## src/source/mpeg_defines.svh

```systemverilog
`ifndef MPEG_DEFINES_SVH
`define MPEG_DEFINES_SVH

// audio and video stream ids.
`define STREAM_ID_MIN 8'hC0
`define STREAM_ID_MAX 8'hEF

`define MAX_STUFFING 16

`define REG_FILTER  8'h00
`define REG_STATUS  8'h04
`define REG_PTS_LO  8'h08
`define REG_PTS_HI  8'h0C
`define REG_DTS_LO  8'h10
`define REG_DTS_HI  8'h14
`define REG_PKT_CNT 8'h18
`define REG_ERR_CNT 8'h1C

`endif

```

## src/source/mpeg_pkg.sv

```systemverilog
package mpeg_pkg;

  // header form after the buffer-size field.
  typedef enum logic [1:0] {
    TS_NONE    = 2'd0,
    TS_PTS     = 2'd1,
    TS_PTS_DTS = 2'd2
  } ts_kind_e;

  typedef enum logic [2:0] {
    LEN_HI   = 3'd0,
    LEN_LO   = 3'd1,
    STUFF    = 3'd2,
    STD_2ND  = 3'd3,
    TS_FIELD = 3'd4,
    PAYLOAD  = 3'd5
  } parse_state_e;

  // one decoded time stamp field, 77 bits.
  typedef struct packed {
    logic [7:0]  stream_id;
    ts_kind_e    kind;
    logic [32:0] pts;
    logic [32:0] dts;
    logic        marker_err;
  } ts_record_t;

endpackage

```

## src/source/byte_stream_if.sv

```systemverilog
`timescale 1ns/1ps

interface byte_stream_if;

  logic [7:0] data;
  logic       valid;
  logic       first;     // start of a section, meaning depends on the link.
  logic [7:0] stream_id;

  modport src (
    output data,
    output valid,
    output first,
    output stream_id
  );

  modport snk (
    input data,
    input valid,
    input first,
    input stream_id
  );

endinterface

```

## src/source/start_code_detector.sv

```systemverilog
`timescale 1ns/1ps
`include "mpeg_defines.svh"

module start_code_detector (
  input  logic       read_signal,
  input  logic       rst,
  input  logic [7:0] in_data,
  input  logic       in_valid,
  byte_stream_if.src out
);

  logic [7:0] hist0;
  logic [7:0] hist1;
  logic       id_next;    // next byte is the stream id.
  logic       fwd_en;
  logic       first_pend;
  logic [7:0] cur_id;
  logic       prefix_hit;
  logic       id_in_range;

  assign prefix_hit  = (hist1 == 8'h00) && (hist0 == 8'h00) && (in_data == 8'h01);
  assign id_in_range = (in_data >= `STREAM_ID_MIN) && (in_data <= `STREAM_ID_MAX);

  always_ff @(posedge read_signal)
  begin
    if (rst)
    begin
      hist0      <= 8'hFF; // no false prefix out of reset.
      hist1      <= 8'hFF;
      id_next    <= 1'b0;
      fwd_en     <= 1'b0;
      first_pend <= 1'b0;
      out.valid  <= 1'b0;
      out.first  <= 1'b0;
    end
    else
    begin
      out.valid <= 1'b0;
      out.first <= 1'b0;
      if (in_valid)
      begin
        hist1 <= hist0;
        hist0 <= in_data;
        if (id_next)
        begin
          id_next    <= 1'b0;
          fwd_en     <= id_in_range; // pack and system headers stop here.
          first_pend <= 1'b1;
        end
        else if (prefix_hit)
        begin
          id_next <= 1'b1;
          fwd_en  <= 1'b0;
        end
        else if (fwd_en)
        begin
          out.valid  <= 1'b1;
          out.first  <= first_pend;
          first_pend <= 1'b0;
        end
      end
    end
  end

  always_ff @(posedge read_signal)
  begin
    if (in_valid && id_next)
    begin
      cur_id <= in_data;
    end
    out.data      <= in_data;
    out.stream_id <= cur_id;
  end

endmodule

```

## src/source/pes_header_parser.sv

```systemverilog
`timescale 1ns/1ps
`include "mpeg_defines.svh"

module pes_header_parser (
  input  logic       read_signal,
  input  logic       rst,
  byte_stream_if.snk in,
  byte_stream_if.src out
);

  import mpeg_pkg::*;

  parse_state_e state;
  logic [15:0]  len_left;   // bytes left in the packet.
  logic [4:0]   stuff_cnt;
  logic [3:0]   ts_left;
  logic [3:0]   ts_more;
  logic         in_body;

  // bytes that follow the first one of the stamp field.
  always_comb
  begin
    case (in.data[7:4])
      4'b0010: ts_more = 4'd4;
      4'b0011: ts_more = 4'd9;
      default: ts_more = 4'd0;
    endcase
  end

  assign in_body = (state != LEN_HI) && (state != LEN_LO);

  always_ff @(posedge read_signal)
  begin
    if (rst)
    begin
      state     <= LEN_HI;
      len_left  <= 16'd0;
      stuff_cnt <= 5'd0;
      ts_left   <= 4'd0;
      out.valid <= 1'b0;
      out.first <= 1'b0;
    end
    else
    begin
      out.valid <= 1'b0;
      out.first <= 1'b0;
      if (in.valid && in.first)
      begin
        len_left[15:8] <= in.data; // length high byte opens every packet.
        state          <= LEN_LO;
      end
      else if (in.valid)
      begin
        case (state)
          LEN_HI: ; // idle until the next packet.
          LEN_LO:
          begin
            len_left[7:0] <= in.data;
            stuff_cnt     <= 5'd0;
            if ({len_left[15:8], in.data} == 16'd0)
              state <= LEN_HI;
            else
              state <= STUFF;
          end
          STUFF:
          begin
            if ((in.data == 8'hFF) && (stuff_cnt < 5'(`MAX_STUFFING)))
            begin
              stuff_cnt <= stuff_cnt + 5'd1;
            end
            else if (in.data[7:6] == 2'b01)
            begin
              state <= STD_2ND; // buffer-size field, dropped.
            end
            else
            begin
              out.valid <= 1'b1;
              out.first <= 1'b1;
              ts_left   <= ts_more;
              state     <= (ts_more != 4'd0) ? TS_FIELD : PAYLOAD;
            end
          end
          STD_2ND: state <= STUFF;
          TS_FIELD:
          begin
            out.valid <= 1'b1;
            ts_left   <= ts_left - 4'd1;
            if (ts_left == 4'd1)
              state <= PAYLOAD;
          end
          default: out.valid <= 1'b1; // payload.
        endcase

        if (in_body)
        begin
          len_left <= len_left - 16'd1;
          if (len_left == 16'd1)
            state <= LEN_HI;
        end
      end
    end
  end

  always_ff @(posedge read_signal)
  begin
    out.data      <= in.data;
    out.stream_id <= in.stream_id;
  end

endmodule

```

## src/source/time_stamps.sv

```systemverilog
`timescale 1ns/1ps

module time_stamps (
  input  logic                 read_signal,
  input  logic                 rst,
  byte_stream_if.snk           in,
  output mpeg_pkg::ts_record_t rec,
  output logic                 rec_valid
);

  import mpeg_pkg::*;

  logic        busy;
  logic [3:0]  idx;        // byte index inside the stamp field.
  logic [3:0]  last_idx;
  ts_kind_e    kind;
  logic [7:0]  sid;
  logic [32:0] pts;
  logic [32:0] dts;
  logic        marker_err;
  logic        in_dts;
  logic [2:0]  pos;

  // 3 + 8 + 7 + 8 + 7 bit slicing of one five-byte group.
  function automatic logic [32:0] put_field(input logic [32:0] v,
                                            input logic [2:0]  p,
                                            input logic [7:0]  d);
    logic [32:0] r;
    r = v;
    case (p)
      3'd0:    r[32:30] = d[3:1];
      3'd1:    r[29:22] = d;
      3'd2:    r[21:15] = d[7:1];
      3'd3:    r[14:7]  = d;
      default: r[6:0]   = d[7:1];
    endcase
    return r;
  endfunction

  assign in_dts = (idx >= 4'd5);
  assign pos    = in_dts ? 3'(idx - 4'd5) : idx[2:0];

  always_ff @(posedge read_signal)
  begin
    if (rst)
    begin
      busy       <= 1'b0;
      idx        <= 4'd0;
      last_idx   <= 4'd0;
      kind       <= TS_NONE;
      marker_err <= 1'b0;
      rec_valid  <= 1'b0;
    end
    else
    begin
      rec_valid <= 1'b0;
      if (in.valid && in.first)
      begin
        idx <= 4'd1;
        case (in.data[7:4])
          4'b0010:
          begin
            kind       <= TS_PTS;
            busy       <= 1'b1;
            last_idx   <= 4'd4;
            marker_err <= ~in.data[0];
          end
          4'b0011:
          begin
            kind       <= TS_PTS_DTS;
            busy       <= 1'b1;
            last_idx   <= 4'd9;
            marker_err <= ~in.data[0];
          end
          default:
          begin
            kind       <= TS_NONE;
            busy       <= 1'b0;
            rec_valid  <= 1'b1;
            marker_err <= (in.data != 8'h0F); // unknown form.
          end
        endcase
      end
      else if (in.valid && busy)
      begin
        idx <= idx + 4'd1;
        if (!pos[0])
          marker_err <= marker_err | ~in.data[0]; // bytes 0, 2 and 4.
        if (idx == last_idx)
        begin
          busy      <= 1'b0;
          rec_valid <= 1'b1;
        end
      end
    end
  end

  always_ff @(posedge read_signal)
  begin
    if (in.valid && in.first)
    begin
      sid <= in.stream_id;
      dts <= 33'd0;
      if (in.data[7:5] == 3'b001)
        pts <= put_field(33'd0, 3'd0, in.data);
      else
        pts <= 33'd0;
    end
    else if (in.valid && busy)
    begin
      if (in_dts)
        dts <= put_field(dts, pos, in.data);
      else
        pts <= put_field(pts, pos, in.data);
    end
  end

  assign rec = '{stream_id: sid, kind: kind, pts: pts, dts: dts, marker_err: marker_err};

endmodule

```

## src/source/ts_axil_regs.sv

```systemverilog
`timescale 1ns/1ps
`include "mpeg_defines.svh"

module ts_axil_regs (
  input  logic                 read_signal,
  input  logic                 rst,
  input  mpeg_pkg::ts_record_t rec,
  input  logic                 rec_valid,
  input  logic [7:0]           awaddr,
  input  logic                 awvalid,
  output logic                 awready,
  input  logic [31:0]          wdata,
  input  logic [3:0]           wstrb,
  input  logic                 wvalid,
  output logic                 wready,
  output logic [1:0]           bresp,
  output logic                 bvalid,
  input  logic                 bready,
  input  logic [7:0]           araddr,
  input  logic                 arvalid,
  output logic                 arready,
  output logic [31:0]          rdata,
  output logic [1:0]           rresp,
  output logic                 rvalid,
  input  logic                 rready
);

  import mpeg_pkg::*;

  logic [7:0]  filter;
  logic [7:0]  last_id;
  ts_kind_e    last_kind;
  logic [32:0] last_pts;
  logic [32:0] last_dts;
  logic        new_rec;
  logic [31:0] pkt_cnt;
  logic [31:0] err_cnt;
  logic        accept;
  logic        rd_hs;
  logic [31:0] rd_mux;

  assign accept = rec_valid && ((filter == 8'd0) || (filter == rec.stream_id));
  assign rd_hs  = arready && arvalid;
  assign bresp  = 2'b00;
  assign rresp  = 2'b00;

  always_ff @(posedge read_signal)
  begin
    if (rst)
    begin
      awready <= 1'b0;
      wready  <= 1'b0;
      bvalid  <= 1'b0;
      filter  <= 8'd0;
    end
    else
    begin
      awready <= 1'b0;
      wready  <= 1'b0;
      if (awvalid && wvalid && !bvalid && !awready)
      begin
        awready <= 1'b1;
        wready  <= 1'b1;
      end
      if (awready && awvalid && wvalid)
      begin
        bvalid <= 1'b1;
        if ((awaddr == `REG_FILTER) && wstrb[0])
          filter <= wdata[7:0];
      end
      else if (bvalid && bready)
      begin
        bvalid <= 1'b0;
      end
    end
  end

  always_ff @(posedge read_signal)
  begin
    if (rst)
    begin
      arready <= 1'b0;
      rvalid  <= 1'b0;
    end
    else
    begin
      arready <= arvalid && !rvalid && !arready;
      if (rd_hs)
        rvalid <= 1'b1;
      else if (rvalid && rready)
        rvalid <= 1'b0;
    end
  end

  always_comb
  begin
    case (araddr)
      `REG_FILTER:  rd_mux = {24'd0, filter};
      `REG_STATUS:  rd_mux = {15'd0, new_rec, 6'd0, last_kind, last_id};
      `REG_PTS_LO:  rd_mux = last_pts[31:0];
      `REG_PTS_HI:  rd_mux = {31'd0, last_pts[32]};
      `REG_DTS_LO:  rd_mux = last_dts[31:0];
      `REG_DTS_HI:  rd_mux = {31'd0, last_dts[32]};
      `REG_PKT_CNT: rd_mux = pkt_cnt;
      `REG_ERR_CNT: rd_mux = err_cnt;
      default:      rd_mux = 32'd0;
    endcase
  end

  always_ff @(posedge read_signal)
  begin
    if (rd_hs)
      rdata <= rd_mux; // held while rready is low.
  end

  always_ff @(posedge read_signal)
  begin
    if (rst)
    begin
      last_id   <= 8'd0;
      last_kind <= TS_NONE;
      last_pts  <= 33'd0;
      last_dts  <= 33'd0;
      new_rec   <= 1'b0;
      pkt_cnt   <= 32'd0;
      err_cnt   <= 32'd0;
    end
    else
    begin
      if (accept)
      begin
        last_id   <= rec.stream_id;
        last_kind <= rec.kind;
        last_pts  <= rec.pts;
        last_dts  <= rec.dts;
        pkt_cnt   <= pkt_cnt + 32'd1;
        if (rec.marker_err)
          err_cnt <= err_cnt + 32'd1;
      end
      // a fresh record wins over a clearing read.
      if (accept)
        new_rec <= 1'b1;
      else if (rd_hs && (araddr == `REG_STATUS))
        new_rec <= 1'b0;
    end
  end

endmodule

```

## src/source/pes_demux_top.sv

```systemverilog
`timescale 1ns/1ps

module pes_demux_top (
  input  logic        read_signal,
  input  logic        rst,
  input  logic [7:0]  in_data,
  input  logic        in_valid,
  input  logic [7:0]  awaddr,
  input  logic        awvalid,
  output logic        awready,
  input  logic [31:0] wdata,
  input  logic [3:0]  wstrb,
  input  logic        wvalid,
  output logic        wready,
  output logic [1:0]  bresp,
  output logic        bvalid,
  input  logic        bready,
  input  logic [7:0]  araddr,
  input  logic        arvalid,
  output logic        arready,
  output logic [31:0] rdata,
  output logic [1:0]  rresp,
  output logic        rvalid,
  input  logic        rready
);

  import mpeg_pkg::*;

  ts_record_t rec;
  logic       rec_valid;

  byte_stream_if s_pes ();  // bytes after the stream id.
  byte_stream_if s_ts ();   // stamp field onward.

  start_code_detector i_scd (
    .read_signal (read_signal),
    .rst         (rst),
    .in_data     (in_data),
    .in_valid    (in_valid),
    .out         (s_pes)
  );

  pes_header_parser i_hdr (
    .read_signal (read_signal),
    .rst         (rst),
    .in          (s_pes),
    .out         (s_ts)
  );

  time_stamps i_ts (
    .read_signal (read_signal),
    .rst         (rst),
    .in          (s_ts),
    .rec         (rec),
    .rec_valid   (rec_valid)
  );

  ts_axil_regs i_regs (
    .read_signal (read_signal),
    .rst         (rst),
    .rec         (rec),
    .rec_valid   (rec_valid),
    .awaddr      (awaddr),
    .awvalid     (awvalid),
    .awready     (awready),
    .wdata       (wdata),
    .wstrb       (wstrb),
    .wvalid      (wvalid),
    .wready      (wready),
    .bresp       (bresp),
    .bvalid      (bvalid),
    .bready      (bready),
    .araddr      (araddr),
    .arvalid     (arvalid),
    .arready     (arready),
    .rdata       (rdata),
    .rresp       (rresp),
    .rvalid      (rvalid),
    .rready      (rready)
  );

endmodule

```

## config.mk

```make
export PLATFORM = sky130hd
export DESIGN_NAME = pes_demux_top
export DESIGN_NICKNAME = d
export VERILOG_FILES = /design/src/source/mpeg_pkg.sv /design/src/source/byte_stream_if.sv /design/src/source/start_code_detector.sv /design/src/source/pes_header_parser.sv /design/src/source/time_stamps.sv /design/src/source/ts_axil_regs.sv /design/src/source/pes_demux_top.sv
export VERILOG_INCLUDE_DIRS = /design/src /design/src/source
export SDC_FILE = /design/constraint.sdc
export NUM_CORES = 1
export LEC_CHECK = 0
export BUFFER_PORTS_ARGS = -buffer_cell sky130_fd_sc_hd__buf_2
export CAP_MARGIN = 0
export CELL_PAD_IN_SITES_DETAIL_PLACEMENT = 0
export CELL_PAD_IN_SITES_GLOBAL_PLACEMENT = 2
export CORE_MARGIN = 3
export CORE_UTILIZATION = 39
export DETAILED_ROUTE_END_ITERATION = 10
export PLACE_DENSITY = 0.86
export REMOVE_ABC_BUFFERS = 1
export SYNTH_ARGS = -nofsm -noshare
export SYNTH_HDL_FRONTEND = slang
export SYNTH_HIERARCHICAL = 1
export SYNTH_SLANG_ARGS = --single-unit
```

## constraint.sdc

```tcl
create_clock -name read_signal -period 2.57 [get_ports read_signal]
set_input_delay 0.257 -clock read_signal [delete_from_list [all_inputs] [get_ports read_signal]]
set_output_delay 0.257 -clock read_signal [all_outputs]
set_load 0.01 [all_outputs]
```

==> impl_metrics.tcl <==
set metrics [dict create \
    status "complete, no violations" \
    post-dp-hpwl_um 26500 \
    ant_nets 0 \
    gp_congestion 0.820 \
    ys_dominant_reg_cell "sky130_fd_sc_hd__dfxtp_1" \
    drtIter0Drc 1142 \
    synth_seq_cells 361 \
    detailed_route_wire_length_per_cell_um 18.4 \
    pwr_density_cell_nw_per_um2 668 \
    cts_buffers 41 \
    final_cell_count_no_fill 2240 \
    combinationalPowerShare_pct 2.6 \
    grt_max_degree 97 \
    io_pins 109 \
    port_buffers 77 \
    die_width_um 206 \
    insertion_delay_ps 560 \
    p_int_w 0.00945 \
    initial_core_utilization_pct 39.9 \
    core_um2 39000 \
    final_number_of_hold_violating_endpoints 0 \
    synth_top_area_cell "sky130_fd_sc_hd__dfxtp_1" \
    rows 72 \
    ctsResizeCount 0 \
    length_of_the_first_detailed_routing_pass_in_iterations 6 \
    drv.max_cap_violation_count 0 \
    design.die.area_um2 42300 \
    cts_num_sinks 361 \
    net-switching-power_w 0.00262 \
    static-leakage-power_nw 6.11 \
    cts_tree "yes" \
    seq_power_share_pct 48.7 \
    cp.arrival_ps 2830 \
    yosysUniqueCellTypes 86 \
    clockRootBuffer "sky130_fd_sc_hd__clkbuf_16" \
    synthMostInstantiatedCell "sky130_fd_sc_hd__dfxtp_1" \
    grt_overflow_total 0 \
    synth_edf_count 81 \
    final_net_count 1771 \
    actual_slew_at_the_worst_max_slew_pin_ps 1250 \
    grt_setup_unrepaired "no" \
    hp-class "input port to flip-flop" \
    post_route_cells_drive_above_1_share_pct 13.5 \
    vdd_ir_drop_max_mv 0.474 \
    timing.critical_path.required_ps 3010 \
    timing_max_transition_violations_final 0 \
    synth_top_area_share_pct 36.0 \
    crit_path_max_fanout 3 \
    antenna-diode-count 0 \
    finalCritPeriodShare_pct 93.1 \
    critical_path.endpoint_type "flip-flop" \
    multiplexer_fraction_of_the_synthesized_cell_area_pct 0.925 \
    yosys.area_share.xor_xnor_pct 0.732 \
    shortest_clock_period_the_worst_path_allows_after_layout_ps 2390 \
    p_sw_share_pct 21.7 \
    largest_family_of_logic_cells_by_synthesized_area "simple AND/OR/NAND/NOR gates" \
    multiInputGateArea_um2 6810 \
    yosys.area_share.adder_pct 0.804 \
    synth.top_cells.by_area "sky130_fd_sc_hd__dfxtp_1 (36%), sky130_fd_sc_hd__edfxtp_1 (16%), sky130_fd_sc_hd__a21oi_1 (5.2%), sky130_fd_sc_hd__o21ai_0 (4.4%), sky130_fd_sc_hd__nand3b_1 (3.9%)" \
    finClkSkew_ps 20.8 \
    cts_htree_levels 2 \
    critical_path_class "flip-flop to flip-flop" \
    finalSetupTns_ps 0 \
    max-clock-path-buffers 3 \
    area.growth.synth_to_final_pct 16.2 \
    routed_via_density 5.72 \
    synth_compound_gate_area_share_pct 20.1 \
    groute.usage.overall_pct 19.3 \
    vias 12800 \
    synth_common_cells "sky130_fd_sc_hd__dfxtp_1 (280), sky130_fd_sc_hd__a21oi_1 (161), sky130_fd_sc_hd__nand2_1 (151)" \
    clkPwrFrac_pct 48.6 \
    clk_pin_slew_worst_paths_ps 60 \
    first_global_vias 11900 \
    synth.cell_area_um2 15600 \
    synthesis.yosys.warnings 6 \
    setup_viol 0 \
    worst_slew_margin_relative_to_its_limit_pct 16.1 \
    antenna_found_initial 0 \
    remaining_drc_errors 0 \
    synth_cells 1628 \
    clock.fmax_mhz 418 \
    num-fill-cells 3688 \
    die_height_um 206 \
    layout.area.seq_um2 8040 \
    postSynthAreaPerCell_um2 9.55 \
    synthSimpleGateAreaFrac_pct 21.1 \
    ys_seq_area_share_pct 51.7 \
    numPlacedInstances 2145 \
    async_flop_share_pct 0 \
    critPathLaunchType "flip-flop" \
    grt_pass1_wl_um 65400 \
    finalWirelength_um 41300 \
]
## layer usage
layer	routed length (um)	vias up	GRT usage [%]
met5	0	-	0
met4	1000	0	6.22
met3	1940	59	2.75
met2	19300	297	31.2
met1	19000	6197	26.7
li1	-	6251	-
## cells by family (layout without fill, tap and decap cells)
logic type | after synthesis | count (layout)
compound gates | 491 | 491
xor+xnor | 13 | 13
fa+ha+maj | 10 | 10
buf+inv | 171 | 262
flops | 361 | 361
mux | 14 | 14
other cells | 1 | 4
simple gates | 567 | 567
## placed cells by master (no fill, tap or decap), types with 5 or more instances in the layout
cell type                       count
sky130_fd_sc_hd__dlygate4sd3_1     23
sky130_fd_sc_hd__nor4_1            17
sky130_fd_sc_hd__clkbuf_16         41
sky130_fd_sc_hd__and2_1             6
sky130_fd_sc_hd__edfxtp_1          81
sky130_fd_sc_hd__xor2_1             9
sky130_fd_sc_hd__nor2_1            53
sky130_fd_sc_hd__ha_1              10
sky130_fd_sc_hd__a211oi_1           6
sky130_fd_sc_hd__mux2i_1           11
sky130_fd_sc_hd__bufinv_16          5
sky130_fd_sc_hd__buf_12             6
sky130_fd_sc_hd__nand3_1           43
sky130_fd_sc_hd__nand3b_1          80
sky130_fd_sc_hd__clkinv_1           5
sky130_fd_sc_hd__or3_1             14
sky130_fd_sc_hd__buf_4             47
sky130_fd_sc_hd__dfxtp_1          279
sky130_fd_sc_hd__and3_1            12
sky130_fd_sc_hd__o21ai_0          138
sky130_fd_sc_hd__a211o_1           18
sky130_fd_sc_hd__nor3_1            20
sky130_fd_sc_hd__nor3b_1            5
sky130_fd_sc_hd__buf_2             76
sky130_fd_sc_hd__nand4_1           24
sky130_fd_sc_hd__nand2b_1          12
sky130_fd_sc_hd__a31oi_1            8
sky130_fd_sc_hd__nand2_1          151
sky130_fd_sc_hd__nor2b_1           26
sky130_fd_sc_hd__a222oi_1          35
sky130_fd_sc_hd__a22oi_1           17
sky130_fd_sc_hd__or4_1             61
sky130_fd_sc_hd__inv_1             36
sky130_fd_sc_hd__a21oi_1          161
sky130_fd_sc_hd__clkinv_2           7
sky130_fd_sc_hd__o31ai_1           57
sky130_fd_sc_hd__and4_1             6
## area by class of cell
class | count | area share, %
clock buffers | 47 | 5.91
clock inverters | 25 | 1.50
inverters | 37 | 0.769
multi-input cells | 1099 | 37.7
flip-flops and latches | 361 | 44.5
well taps | 518 | 3.59
repair buffers | 153 | 6.06
## worst paths after layout
check	cells past startpoint	slack, ps	startpoint	end
setup / recovery	6	180	i_ts/sid[6]$_DFFE_PP_	i_regs/err_cnt[17]$_SDFFE_PP0P_
hold / removal	4	180	araddr[2]	i_regs/new_rec$_SDFFE_PP0P_
setup reg to reg	6	180	i_ts/sid[6]$_DFFE_PP_	i_regs/err_cnt[17]$_SDFFE_PP0P_
hold reg to reg	0	320	i_scd/out.stream_id[7]$_DFF_P_	i_hdr/out.stream_id[7]$_DFF_P_
## stage by stage
stage | total power [W] | setup slack, ps | instance area [um^2] | util [%] | hold slack [ps]
final | 0.0121 | 178 | 18100 | 46.3 | 176
after global routing | 0.0125 | 41.5 | 18100 | 46.3 | 179
after CTS | 0.0122 | 180 | 18100 | 46.3 | 145
after detailed placement | 0.00630 | 207 | 16500 | 42.3 | 312
after global placement | 0.00629 | 209 | 16500 | 42.3 | 310
after floorplan | 0.00611 | -3120 | 15000 | - | 285
## power groups by stage
stage               registers [W]  clock network (W)  logic [W]
global route              0.00588            0.00625   0.000350
global placement          0.00600                  0   0.000292
detailed placement        0.00600                  0   0.000296
finish                    0.00588            0.00587   0.000319
CTS                       0.00588            0.00603   0.000321
floorplan                 0.00600                  0   0.000111
## timing repair
action                    CTS  global route
setup buffers               0             0
hold endpoints to repair   35             0
hold buffers               23             0
## flip-flops by register name, indices dropped and copies added (netlist names), 16 cells and up
name / flops
i_regs/last_pts: 33
i_regs/last_dts: 33
i_regs/rdata: 32
i_regs/err_cnt: 32
i_regs/pkt_cnt: 32
i_ts/pts: 33
i_ts/dts: 33
i_hdr/len_left: 16
## worst max-delay path, cell delays in order, from the launching register on
cell and delay, ps:
sky130_fd_sc_hd__edfxtp_1 410, sky130_fd_sc_hd__xor2_1 180, sky130_fd_sc_hd__nor4_1 420, sky130_fd_sc_hd__a22oi_2 230
sky130_fd_sc_hd__buf_4 200, sky130_fd_sc_hd__or4_1 530, sky130_fd_sc_hd__mux2_1 320
(Power assumes the default switching activity.)
